`src/hdl/line_bridge_pkg.sv`:
```
`default_nettype none

package line_bridge_pkg;

    // bus and line geometry
    localparam int ADDR_W         = 32;
    localparam int WORD_W         = 32;
    localparam int BEATS_PER_LINE = 8;
    localparam int BEAT_IDX_W     = 3;  // log2 of beats per line
    localparam int LINE_W         = WORD_W * BEATS_PER_LINE;
    localparam int LINE_OFFSET_W  = 5;  // 32-byte lines

    // byte address
    typedef logic [ADDR_W-1:0] addr_t;

    // one AXI beat
    typedef logic [WORD_W-1:0] word_t;

    // word k sits at bits 32k upward, address base + 4k
    typedef logic [LINE_W-1:0] line_t;

endpackage

`default_nettype wire
```
`src/hdl/line_rd_if.sv`:
```
`timescale 1ns/1ps
`default_nettype none

// one granted line read, four-phase req/ack
interface line_rd_if;

    logic                   req;
    line_bridge_pkg::addr_t addr;
    logic                   ack;
    line_bridge_pkg::line_t line;  // valid while ack high

    modport arbiter (
        output req,
        output addr,
        input  ack,
        input  line
    );

    modport engine (
        input  req,
        input  addr,
        output ack,
        output line
    );

endinterface

`default_nettype wire

```
`src/hdl/line_bridge_top.sv`:
```
`timescale 1ns/1ps
`default_nettype none

module line_bridge_top (
    input  wire                    aclk,
    input  wire                    rst,

    // icache line read
    input  wire                    ic_rd_req_i,
    input  wire line_bridge_pkg::addr_t ic_rd_addr_i,
    output logic                   ic_rd_ack_o,
    output line_bridge_pkg::line_t ic_rd_line_o,

    // dcache line read
    input  wire                    dc_rd_req_i,
    input  wire line_bridge_pkg::addr_t dc_rd_addr_i,
    output logic                   dc_rd_ack_o,
    output line_bridge_pkg::line_t dc_rd_line_o,

    // dcache write-back
    input  wire                    dc_wr_req_i,
    input  wire line_bridge_pkg::addr_t dc_wr_addr_i,
    input  wire line_bridge_pkg::line_t dc_wr_line_i,
    output logic                   dc_wr_ack_o,

    // AXI read
    output line_bridge_pkg::addr_t araddr_o,
    output logic                   arvalid_o,
    input  wire                    arready_i,
    input  wire line_bridge_pkg::word_t rdata_i,
    input  wire                    rlast_i,
    input  wire                    rvalid_i,
    output logic                   rready_o,

    // AXI write
    output line_bridge_pkg::addr_t awaddr_o,
    output logic                   awvalid_o,
    input  wire                    awready_i,
    output line_bridge_pkg::word_t wdata_o,
    output logic                   wlast_o,
    output logic                   wvalid_o,
    input  wire                    wready_i,
    input  wire                    bvalid_i,
    output logic                   bready_o
);

    line_rd_if rd_bus ();  // granted read, arbiter to engine

    line_read_arbiter u_read_arbiter (
        .aclk      (aclk),
        .rst       (rst),
        .ic_req_i  (ic_rd_req_i),
        .ic_addr_i (ic_rd_addr_i),
        .ic_ack_o  (ic_rd_ack_o),
        .ic_line_o (ic_rd_line_o),
        .dc_req_i  (dc_rd_req_i),
        .dc_addr_i (dc_rd_addr_i),
        .dc_ack_o  (dc_rd_ack_o),
        .dc_line_o (dc_rd_line_o),
        .rd        (rd_bus.arbiter)
    );

    axi_read_engine u_read_engine (
        .aclk      (aclk),
        .rst       (rst),
        .rd        (rd_bus.engine),
        .araddr_o  (araddr_o),
        .arvalid_o (arvalid_o),
        .arready_i (arready_i),
        .rdata_i   (rdata_i),
        .rlast_i   (rlast_i),
        .rvalid_i  (rvalid_i),
        .rready_o  (rready_o)
    );

    // write path runs beside the reads
    axi_write_engine u_write_engine (
        .aclk      (aclk),
        .rst       (rst),
        .req_i     (dc_wr_req_i),
        .addr_i    (dc_wr_addr_i),
        .line_i    (dc_wr_line_i),
        .ack_o     (dc_wr_ack_o),
        .awaddr_o  (awaddr_o),
        .awvalid_o (awvalid_o),
        .awready_i (awready_i),
        .wdata_o   (wdata_o),
        .wlast_o   (wlast_o),
        .wvalid_o  (wvalid_o),
        .wready_i  (wready_i),
        .bvalid_i  (bvalid_i),
        .bready_o  (bready_o)
    );

endmodule

`default_nettype wire

```
`src/hdl/axi_write_engine.sv`:
```
`timescale 1ns/1ps
`default_nettype none

module axi_write_engine (
    input  wire                    aclk,
    input  wire                    rst,

    // data cache write-back client
    input  wire                    req_i,
    input  wire line_bridge_pkg::addr_t addr_i,
    input  wire line_bridge_pkg::line_t line_i,
    output logic                   ack_o,

    // AXI AW channel
    output line_bridge_pkg::addr_t awaddr_o,
    output logic                   awvalid_o,
    input  wire                    awready_i,

    // AXI W channel
    output line_bridge_pkg::word_t wdata_o,
    output logic                   wlast_o,
    output logic                   wvalid_o,
    input  wire                    wready_i,

    // AXI B channel
    input  wire                    bvalid_i,
    output logic                   bready_o
);

    typedef enum logic [2:0] {
        WR_IDLE,
        WR_ADDR,
        WR_DATA,
        WR_RESP,
        WR_DONE
    } wr_state_e;

    wr_state_e                                state_q;
    logic [line_bridge_pkg::BEAT_IDX_W-1:0]   beat_q;
    line_bridge_pkg::addr_t                   addr_q;
    line_bridge_pkg::line_t                   line_q;
    logic                                     last_beat;

    assign last_beat = (beat_q == (line_bridge_pkg::BEATS_PER_LINE - 1));

    always_ff @(posedge aclk) begin
        if (rst) begin
            state_q <= WR_IDLE;
            beat_q  <= '0;
        end else begin
            case (state_q)
                WR_IDLE: begin
                    beat_q <= '0;
                    if (req_i) begin
                        state_q <= WR_ADDR;
                    end
                end
                WR_ADDR: begin
                    if (awready_i) begin
                        state_q <= WR_DATA;
                    end
                end
                WR_DATA: begin
                    if (wready_i) begin
                        beat_q <= beat_q + 1'b1;
                        if (last_beat) begin
                            state_q <= WR_RESP;
                        end
                    end
                end
                WR_RESP: begin
                    if (bvalid_i) begin
                        state_q <= WR_DONE;
                    end
                end
                WR_DONE: begin
                    if (!req_i) begin
                        state_q <= WR_IDLE;
                    end
                end
                default: begin
                    state_q <= WR_IDLE;
                end
            endcase
        end
    end

    // capture the victim line when the request is taken
    always_ff @(posedge aclk) begin
        if (state_q == WR_IDLE && req_i) begin
            addr_q <= addr_i;
            line_q <= line_i;
        end
    end

    assign awaddr_o  = {addr_q[line_bridge_pkg::ADDR_W-1:line_bridge_pkg::LINE_OFFSET_W],
                        {line_bridge_pkg::LINE_OFFSET_W{1'b0}}};
    assign awvalid_o = (state_q == WR_ADDR);

    assign wdata_o  = line_q[beat_q * line_bridge_pkg::WORD_W +: line_bridge_pkg::WORD_W];
    assign wvalid_o = (state_q == WR_DATA);
    assign wlast_o  = (state_q == WR_DATA) && last_beat;  // beat 8 only

    assign bready_o = (state_q == WR_RESP);
    assign ack_o    = (state_q == WR_DONE);

endmodule

`default_nettype wire

```
`src/hdl/axi_read_engine.sv`:
```
`timescale 1ns/1ps
`default_nettype none

module axi_read_engine (
    input  wire                    aclk,
    input  wire                    rst,

    line_rd_if.engine              rd,

    // AXI AR channel
    output line_bridge_pkg::addr_t araddr_o,
    output logic                   arvalid_o,
    input  wire                    arready_i,

    // AXI R channel
    input  wire line_bridge_pkg::word_t rdata_i,
    input  wire                    rlast_i,
    input  wire                    rvalid_i,
    output logic                   rready_o
);

    typedef enum logic [1:0] {
        RD_IDLE,
        RD_ADDR,
        RD_DATA,
        RD_DONE
    } rd_state_e;

    rd_state_e                                state_q;
    logic [line_bridge_pkg::BEAT_IDX_W-1:0]   beat_q;
    line_bridge_pkg::line_t                   line_q;

    always_ff @(posedge aclk) begin
        if (rst) begin
            state_q <= RD_IDLE;
            beat_q  <= '0;
        end else begin
            case (state_q)
                RD_IDLE: begin
                    beat_q <= '0;
                    if (rd.req) begin
                        state_q <= RD_ADDR;
                    end
                end
                RD_ADDR: begin
                    if (arready_i) begin
                        state_q <= RD_DATA;
                    end
                end
                RD_DATA: begin
                    if (rvalid_i) begin
                        beat_q <= beat_q + 1'b1;
                        if (rlast_i) begin
                            state_q <= RD_DONE;
                        end
                    end
                end
                RD_DONE: begin
                    if (!rd.req) begin
                        state_q <= RD_IDLE;  // ack drops next cycle
                    end
                end
                default: begin
                    state_q <= RD_IDLE;
                end
            endcase
        end
    end

    // beats land in word order
    always_ff @(posedge aclk) begin
        if (state_q == RD_DATA && rvalid_i) begin
            line_q[beat_q * line_bridge_pkg::WORD_W +: line_bridge_pkg::WORD_W] <= rdata_i;
        end
    end

    // line aligned burst start
    assign araddr_o  = {rd.addr[line_bridge_pkg::ADDR_W-1:line_bridge_pkg::LINE_OFFSET_W],
                        {line_bridge_pkg::LINE_OFFSET_W{1'b0}}};
    assign arvalid_o = (state_q == RD_ADDR);
    assign rready_o  = (state_q == RD_DATA);

    assign rd.ack  = (state_q == RD_DONE);
    assign rd.line = line_q;

endmodule

`default_nettype wire

```
`src/hdl/line_read_arbiter.sv`:
```
`timescale 1ns/1ps
`default_nettype none

module line_read_arbiter (
    input  wire                    aclk,
    input  wire                    rst,

    // instruction cache read client
    input  wire                    ic_req_i,
    input  wire line_bridge_pkg::addr_t ic_addr_i,
    output logic                   ic_ack_o,
    output line_bridge_pkg::line_t ic_line_o,

    // data cache read client
    input  wire                    dc_req_i,
    input  wire line_bridge_pkg::addr_t dc_addr_i,
    output logic                   dc_ack_o,
    output line_bridge_pkg::line_t dc_line_o,

    line_rd_if.arbiter             rd
);

    typedef enum logic [1:0] {
        ARB_IDLE,
        ARB_GRANT,
        ARB_DRAIN
    } arb_state_e;

    arb_state_e             state_q;
    logic                   owner_dc_q;  // 1 = data cache owns the read
    line_bridge_pkg::addr_t addr_q;
    logic                   owner_req;

    assign owner_req = owner_dc_q ? dc_req_i : ic_req_i;

    always_ff @(posedge aclk) begin
        if (rst) begin
            state_q    <= ARB_IDLE;
            owner_dc_q <= 1'b0;
        end else begin
            case (state_q)
                ARB_IDLE: begin
                    // dcache wins a tie
                    if (dc_req_i) begin
                        owner_dc_q <= 1'b1;
                        state_q    <= ARB_GRANT;
                    end else if (ic_req_i) begin
                        owner_dc_q <= 1'b0;
                        state_q    <= ARB_GRANT;
                    end
                end
                ARB_GRANT: begin
                    if (!owner_req) begin
                        state_q <= ARB_DRAIN;  // client saw ack and let go
                    end
                end
                ARB_DRAIN: begin
                    if (!rd.ack) begin
                        state_q <= ARB_IDLE;
                    end
                end
                default: begin
                    state_q <= ARB_IDLE;
                end
            endcase
        end
    end

    // address of the winner, frozen once granted
    always_ff @(posedge aclk) begin
        if (state_q == ARB_IDLE) begin
            addr_q <= dc_req_i ? dc_addr_i : ic_addr_i;
        end
    end

    assign rd.req  = (state_q == ARB_GRANT);
    assign rd.addr = addr_q;

    // engine ack passes straight through to the owner
    assign dc_ack_o = owner_dc_q && rd.ack;
    assign ic_ack_o = !owner_dc_q && rd.ack;

    assign dc_line_o = owner_dc_q ? rd.line : '0;
    assign ic_line_o = owner_dc_q ? '0 : rd.line;

endmodule

`default_nettype wire

```
`config.mk`:
```
export PLATFORM = sky130hd
export DESIGN_NAME = line_bridge_top
export DESIGN_NICKNAME = d
export VERILOG_FILES = /design/src/hdl/line_bridge_pkg.sv /design/src/hdl/line_rd_if.sv /design/src/hdl/line_bridge_top.sv /design/src/hdl/axi_write_engine.sv /design/src/hdl/axi_read_engine.sv /design/src/hdl/line_read_arbiter.sv
export SDC_FILE = /design/constraint.sdc
export NUM_CORES = 1
export LEC_CHECK = 0
export ABC_AREA = 0
export BUFFER_PORTS_ARGS = -buffer_cell sky130_fd_sc_hd__buf_2
export CORE_AREA = 2 2 399 401
export CTS_CLUSTER_DIAMETER = 50
export DETAILED_ROUTE_END_ITERATION = 8
export DIE_AREA = 0 0 401 403
export PLACE_DENSITY = 0.45
export SYNTH_ARGS = -nofsm -noshare
export SYNTH_HDL_FRONTEND = slang
export SYNTH_SLANG_ARGS = --single-unit
```
`constraint.sdc`:
```
create_clock -name aclk -period 9.34 [get_ports aclk]
set_input_delay 1.868 -clock aclk [delete_from_list [all_inputs] [get_ports aclk]]
set_output_delay 1.868 -clock aclk [all_outputs]
set_load 0.05 [all_outputs]
```
==> metrics.txt, run 1 <==
outcome=completed; Yosys cell types=39; gr usage total=14.5%; max-slew violations=0; via count=~18000; CP delay by family, top=multiplexers; Die Height=403 um; vias per cell=3.64; placed cells=4697; initial core utilization=between 15 and 20%; clk buf depth=3; Setup Buffers After CTS=0; GRT overflow=0; Core ar.=157000 um^2; clock skew=0.0385 ns; Mapped Avg Cell Area=14.6 um^2; Rows=between 100 and 150; TritonRoute pass-1 iters=5; FF/Latch Area=around 17000 um^2; CTS sink count=580; pwr dens=226 nW/um^2; # DRC=0; routed wire length=120000 um; share of layout cells above drive strength 1=a little under half; post-synth top area cell=edfxtp_1; Area Growth Syn to Fin=41.4%; antenna viol nets, final=0; CP Launch Type=register; Iter 0 DRT Violations=939; Crit. End Element=output pin; CP required=7.47 ns; worst slew pin tran=approximately 1.2 ns; RSZ-0062 raised after global routing=no; I/O Buffers=986; Final Wtd Congestion=0.806; maximum vdd drop=around 0.00015 V; Worst path max stage delay=a little under 0.9 ns; Multi-input gate area=between 7000 and 8000 um^2; crit-path max FO=38; I/O pin count=around 1000; largest net degree at the start of global routing=about 260; fillcell total=16955; Syn Inst Count=1733; yosys warns=0; register area share after synthesis=68.5%; CTS H-Tree Depth=3; Fin Hold WS=0.517 ns; Design Area, Final=35700 um^2; fmax=184 MHz; final worst path period share=between 50% and 60%; post-synth top area share=between 60% and 70%; WP buf/inv=2; Final Setup Violations=0; Crit-path slowest cell=dfxtp_4; CP arrival=3.56 ns; Leak=13.7 nW; cts repair resizes=0; root buffer cell=clkbuf_16; Max Cap Viol=0; nets@finish=3126; Post-Layout Cell Count=4873; initial antenna violation count=41; vias in the first global route=18117; sequence of cells on the critical path=buf_4 -> mux4_2 -> mux2_2 -> buf_2; most common cell after layout, fill and taps aside=buf_2; Clk Latency, worst-skew pair=0.69 ns; detailed placement HPWL=roughly 94000 um; min Tclk post-route=5.43 ns; hold buffers post-CTS=0; placed cell areas=32500 um^2; Slew HR=21.0%; wire length per cell=24.7 um; Num CTS Buffers=93; kind of critical path=register to output pin; clock slew at reported path FFs=about 0.050 ns; #FFs+latches synth=580; Synth area leaders=edfxtp_1 (67%), and2_1 (9.6%), nor2b_1 (6.5%), mux4_2 (5.7%), mux2_2 (2.7%); first-pass GRT wire length=158000 um; die width=401 um; Hold Path Class=register to register; most frequent cells in the layout=buf_2 (986), edfxtp_1 (566), and2_1 (385); TritonCTS clock tree=done; DIE AREA=162000 um^2; total negative slack=0 ns; Mapped Area=25200 um^2; final hold vios=0
## where the power goes
group	total [W]	switching, W	internal (W)
clock network	0.00345	0.00141	0.00204
logic	0.00152	0.00117	0.000353
registers	0.00310	0.0000614	0.00304
total	0.00808	0.00265	0.00543
## worst paths after layout
check / startpoint / end / slack (ns) / depth (start not counted)
max: u_write_engine.beat_q[0]$_SDFFE_PP0P_ / wdata_o[3] / 3.91 / 4
min reg2reg: u_read_engine.state_q[0]$_SDFFE_PP0P_ / u_read_engine.state_q[0]$_SDFFE_PP0P_ / 0.52 / 2
max reg2reg: u_write_engine.state_q[1]$_SDFFE_PP0P_ / u_write_engine.line_q[150]$_DFFE_PP_ / 6.12 / 4
min: u_read_engine.state_q[0]$_SDFFE_PP0P_ / u_read_engine.state_q[0]$_SDFFE_PP0P_ / 0.52 / 2
## worst register-to-register path, stage by stage (launching register included)
cell,delay [ns]
dfxtp_1,0.41
nor2b_1,0.24
and2_4,0.68
buf_4,0.71
buf_4,0.76
## through the flow
step                      power, W  utilization, %  setup WS (ns)
final                      0.00808            22.6           3.91
after floorplan            0.00419               -          0.148
after global routing       0.00838            22.6           3.61
after CTS                  0.00822            22.6           3.69
after detailed placement   0.00470            20.6           4.49
after global placement     0.00470            20.6           4.47
## cell families after synthesis
group,count (synthesis),share of synthesized area (%)
simple gates,863,19.6
flops,580,68.5
mux,130,8.63
buf+inv,130,2.29
compound gates,17,0.422
fa+ha+maj,11,0.546
other cells,1,0.0149
xor+xnor,1,0.0347
## layer usage
layer	vias up	global-route usage (%)	routed length [um]
met4	22	4.44	3230
met3	178	5.61	11200
met5	-	0	138
li1	8055	-	-
met2	814	25.8	60800
met1	8684	15.7	45100
## cells in the mapped netlist
cell and n:
clkbuf_1 95, nand3b_1 2, mux2_2 60, a32oi_1 1
a31oi_1 1, nor3_1 5, conb_1 1, or2_1 1
inv_2 2, nand4b_1 1, or3_1 1, dfxtp_1 14
ha_1 11, nor2_1 147, a211oi_1 1, nor3b_1 4
a22oi_1 3, and3_1 2, edfxtp_1 566, buf_2 6
nand2b_1 5, nor4_1 3, a21boi_0 1, buf_6 6
and2_1 386, nor3_2 1, buf_1 5, nand2_1 41
nand3_1 2, o21ai_1 2, a21oi_1 4, a311oi_1 1
o21ai_0 3, buf_4 10, xnor2_1 1, mux4_2 64
nor2b_1 262, inv_1 6, mux2i_1 6
## state kept, by name, summed over array words and instances, names as in the netlist
name,count
u_read_engine.rd.line,256
u_write_engine.line_q,256
u_read_arbiter.rd.addr,27
u_write_engine.addr_q,27
u_read_engine.beat_q,3
u_write_engine.beat_q,3
u_write_engine.state_q,3
u_read_arbiter.state_q,2
u_read_engine.state_q,2
u_read_arbiter.owner_dc_q,1
## final cells by class
type	count	area share, %
Inverter	8	0.0842
Antenna cell	5	0.0351
Tap cell	2072	7.27
Multi-Input combinational cell	1032	21.0
Timing Repair Buffer	1005	14.3
Clock buffer	105	6.71
Clock inverter	66	2.09
Sequential cell	580	48.5
Power figures use the tool's default switching activity.
==> run 2, diff against run 1 <==
==> constraint.sdc (replaced) <==
create_clock -name aclk -period 4.35 [get_ports aclk]
set_input_delay 0.87 -clock aclk [delete_from_list [all_inputs] [get_ports aclk]]
set_output_delay 0.87 -clock aclk [all_outputs]
set_load 0.05 [all_outputs]
==> run 2 against run 1 <==
Sequential share of layout area shrank 0.46 points; largest power group unchanged; die area is the same; worst setup slack lost 3.2 ns; sequential cell count is the same; global-route usage grew 0.16 points; non-clock buffer count grew 24; highest routed layer unchanged.
==> metrics.txt, run 2 (same netlist as run 1, synthesis figures left out) <==
Design Area, Final=36000 um^2 (+0.96%); clk buf depth=3 (unchanged); Final Setup Violations=0 (unchanged); clock slew at reported path FFs=0.06 ns (about the same); max-slew violations=0 (unchanged); Hold Path Class=input port to register; worst slew pin tran=1.02 ns (-0.164 ns); CTS H-Tree Depth=3 (unchanged); nets@finish=3150 (+0.77%); RSZ-0062 raised after global routing=no; Die Height=403 um (unchanged); most common cell after layout, fill and taps aside=buf_2; vias in the first global route=18231 (+0.63%); outcome=completed; I/O Buffers=986 (unchanged); placed cells=4721 (+0.51%); CP Launch Type=register; detailed placement HPWL=96000 um (+2.4%); via count=17797 (+0.25%); wire length per cell=24.9 um (+0.63%); first-pass GRT wire length=159000 um (+0.85%); most frequent cells in the layout=buf_2 (986), edfxtp_1 (566), and2_1 (385); final worst path period share=about 85%; pwr dens=488 nW/um^2 (+120%); Leak=13.8 nW (+1.2%); GRT overflow=0 (unchanged); final hold vios=0 (unchanged); antenna viol nets, final=0 (unchanged); post-route core utilization=22.9% (+0.22 points); Area Growth Syn to Fin=42.8%; cts repair resizes=0 (unchanged); Core ar.=157000 um^2 (unchanged); Num CTS Buffers=93 (unchanged); kind of critical path=register to output pin; Iter 0 DRT Violations=912 (-2.9%); initial antenna violation count=46 (+12%); Clk Latency, worst-skew pair=0.70 ns (about the same); maximum vdd drop=0.000291 V (+88%); clock skew=0.0565 ns (+0.0180 ns); DIE AREA=162000 um^2 (unchanged); largest net degree at the start of global routing=154 (-40%); share of layout cells above drive strength 1=47.1% (+0.39 points); I/O pin count=1012 (unchanged); vias per cell=3.63 (-0.37%); TritonRoute pass-1 iters=5 (unchanged); Rows=146 (unchanged); CTS sink count=580 (unchanged); fillcell total=16979 (+0.14%); CP arrival=2.81 ns (-0.75 ns); Final Wtd Congestion=0.786 (-2.5%); placed cell areas=32800 um^2 (+0.87%); hold buffers post-CTS=0 (unchanged); die width=401 um (unchanged); root buffer cell=clkbuf_16; routed wire length=122000 um (+1.3%); total negative slack=0 ns (unchanged); Power, Total=0.0176 W (+120%); min Tclk post-route=~3.7 ns; Setup Buffers After CTS=0 (unchanged); Slew HR=32.0% (+11 points); Crit. End Element=output pin; # DRC=0 (unchanged); Post-Layout Cell Count=4903 (+0.62%); Max Cap Viol=0 (unchanged); TritonCTS clock tree=done; crit-path max FO=29 (-24%); gr usage total=14.6% (+0.16 points); CP required=3.48 ns (-3.99 ns); fmax=272 MHz; initial core utilization=16.0% (unchanged)
## run 2: cell types whose count changed in the layout (fill, tap and decap cells not counted), moves of 2 or more
cell        delta
clkinv_4       -8
clkinvlp_4     +5
clkinv_16      -2
inv_6          -4
inv_8          +4
diode_2        +4
bufinv_16      +4
clkinv_8       -3
buf_12         +7
clkinv_1       +3
buf_4         +17
## run 2: worst paths after layout
| path | depth (start not counted) | to | startpoint | slack (ns) |
|---|---|---|---|---|
| setup / recovery | 4 | wdata_o[12] | u_write_engine.beat_q[0]$_SDFFE_PP0P_ | 0.67 |
| hold / removal | 1 | u_write_engine.line_q[249]$_DFFE_PP_ | dc_wr_line_i[249] | 0.34 |
| setup reg to reg | 7 | u_read_engine.rd.line[179]$_DFFE_PP_ | u_read_engine.state_q[0]$_SDFFE_PP0P_ | 1.65 |
| hold reg to reg | 2 | u_read_engine.state_q[1]$_SDFFE_PP0P_ | u_read_engine.state_q[1]$_SDFFE_PP0P_ | 0.52 |
## run 2: worst max-delay path: stages, from the launching register on
cell	delay, ns
dfxtp_4	0.60
buf_12	0.29
mux4_2	0.63
mux2_2	0.31
buf_2	0.21
## run 2: area by class of cell
| type | count | area (um^2) | area share (%) |
|---|---|---|---|
| inverter | 8 | 30.0 | 0.0834 |
| timing repair buffer | 1029 | 5380 | 14.9 |
| tap | 2072 | 2590 | 7.20 |
| antenna | 9 | 22.5 | 0.0625 |
| clock inverter | 66 | 766 | 2.13 |
| multi-input combinational | 1032 | 7500 | 20.8 |
| sequential | 580 | 17300 | 48.0 |
| clock buffer | 107 | 2420 | 6.73 |
## run 2: metal layers
layer,vias to the layer above,global-route usage [%],wire length (um)
met5,-,0,190
met4,34,3.84,2740
met3,188,5.38,11200
met2,778,26.3,62500
met1,8688,16.1,45300
li1,8109,-,-
## run 2: power by group
part	total [W]	internal [W]	switching [W]
registers	0.00664	0.00652	0.000123
clock network	0.00761	0.00463	0.00299
logic	0.00332	0.000788	0.00253
total	0.0176	0.0119	0.00564
## run 2: per-stage QoR
stage | worst slack, ns | hold WS, ns
floorplan | 0.690 | 0.445
global placement | 1.30 | 0.494
detailed placement | 1.31 | 0.497
CTS | 0.508 | 0.260
global route | 0.498 | 0.289
finish | 0.670 | 0.344
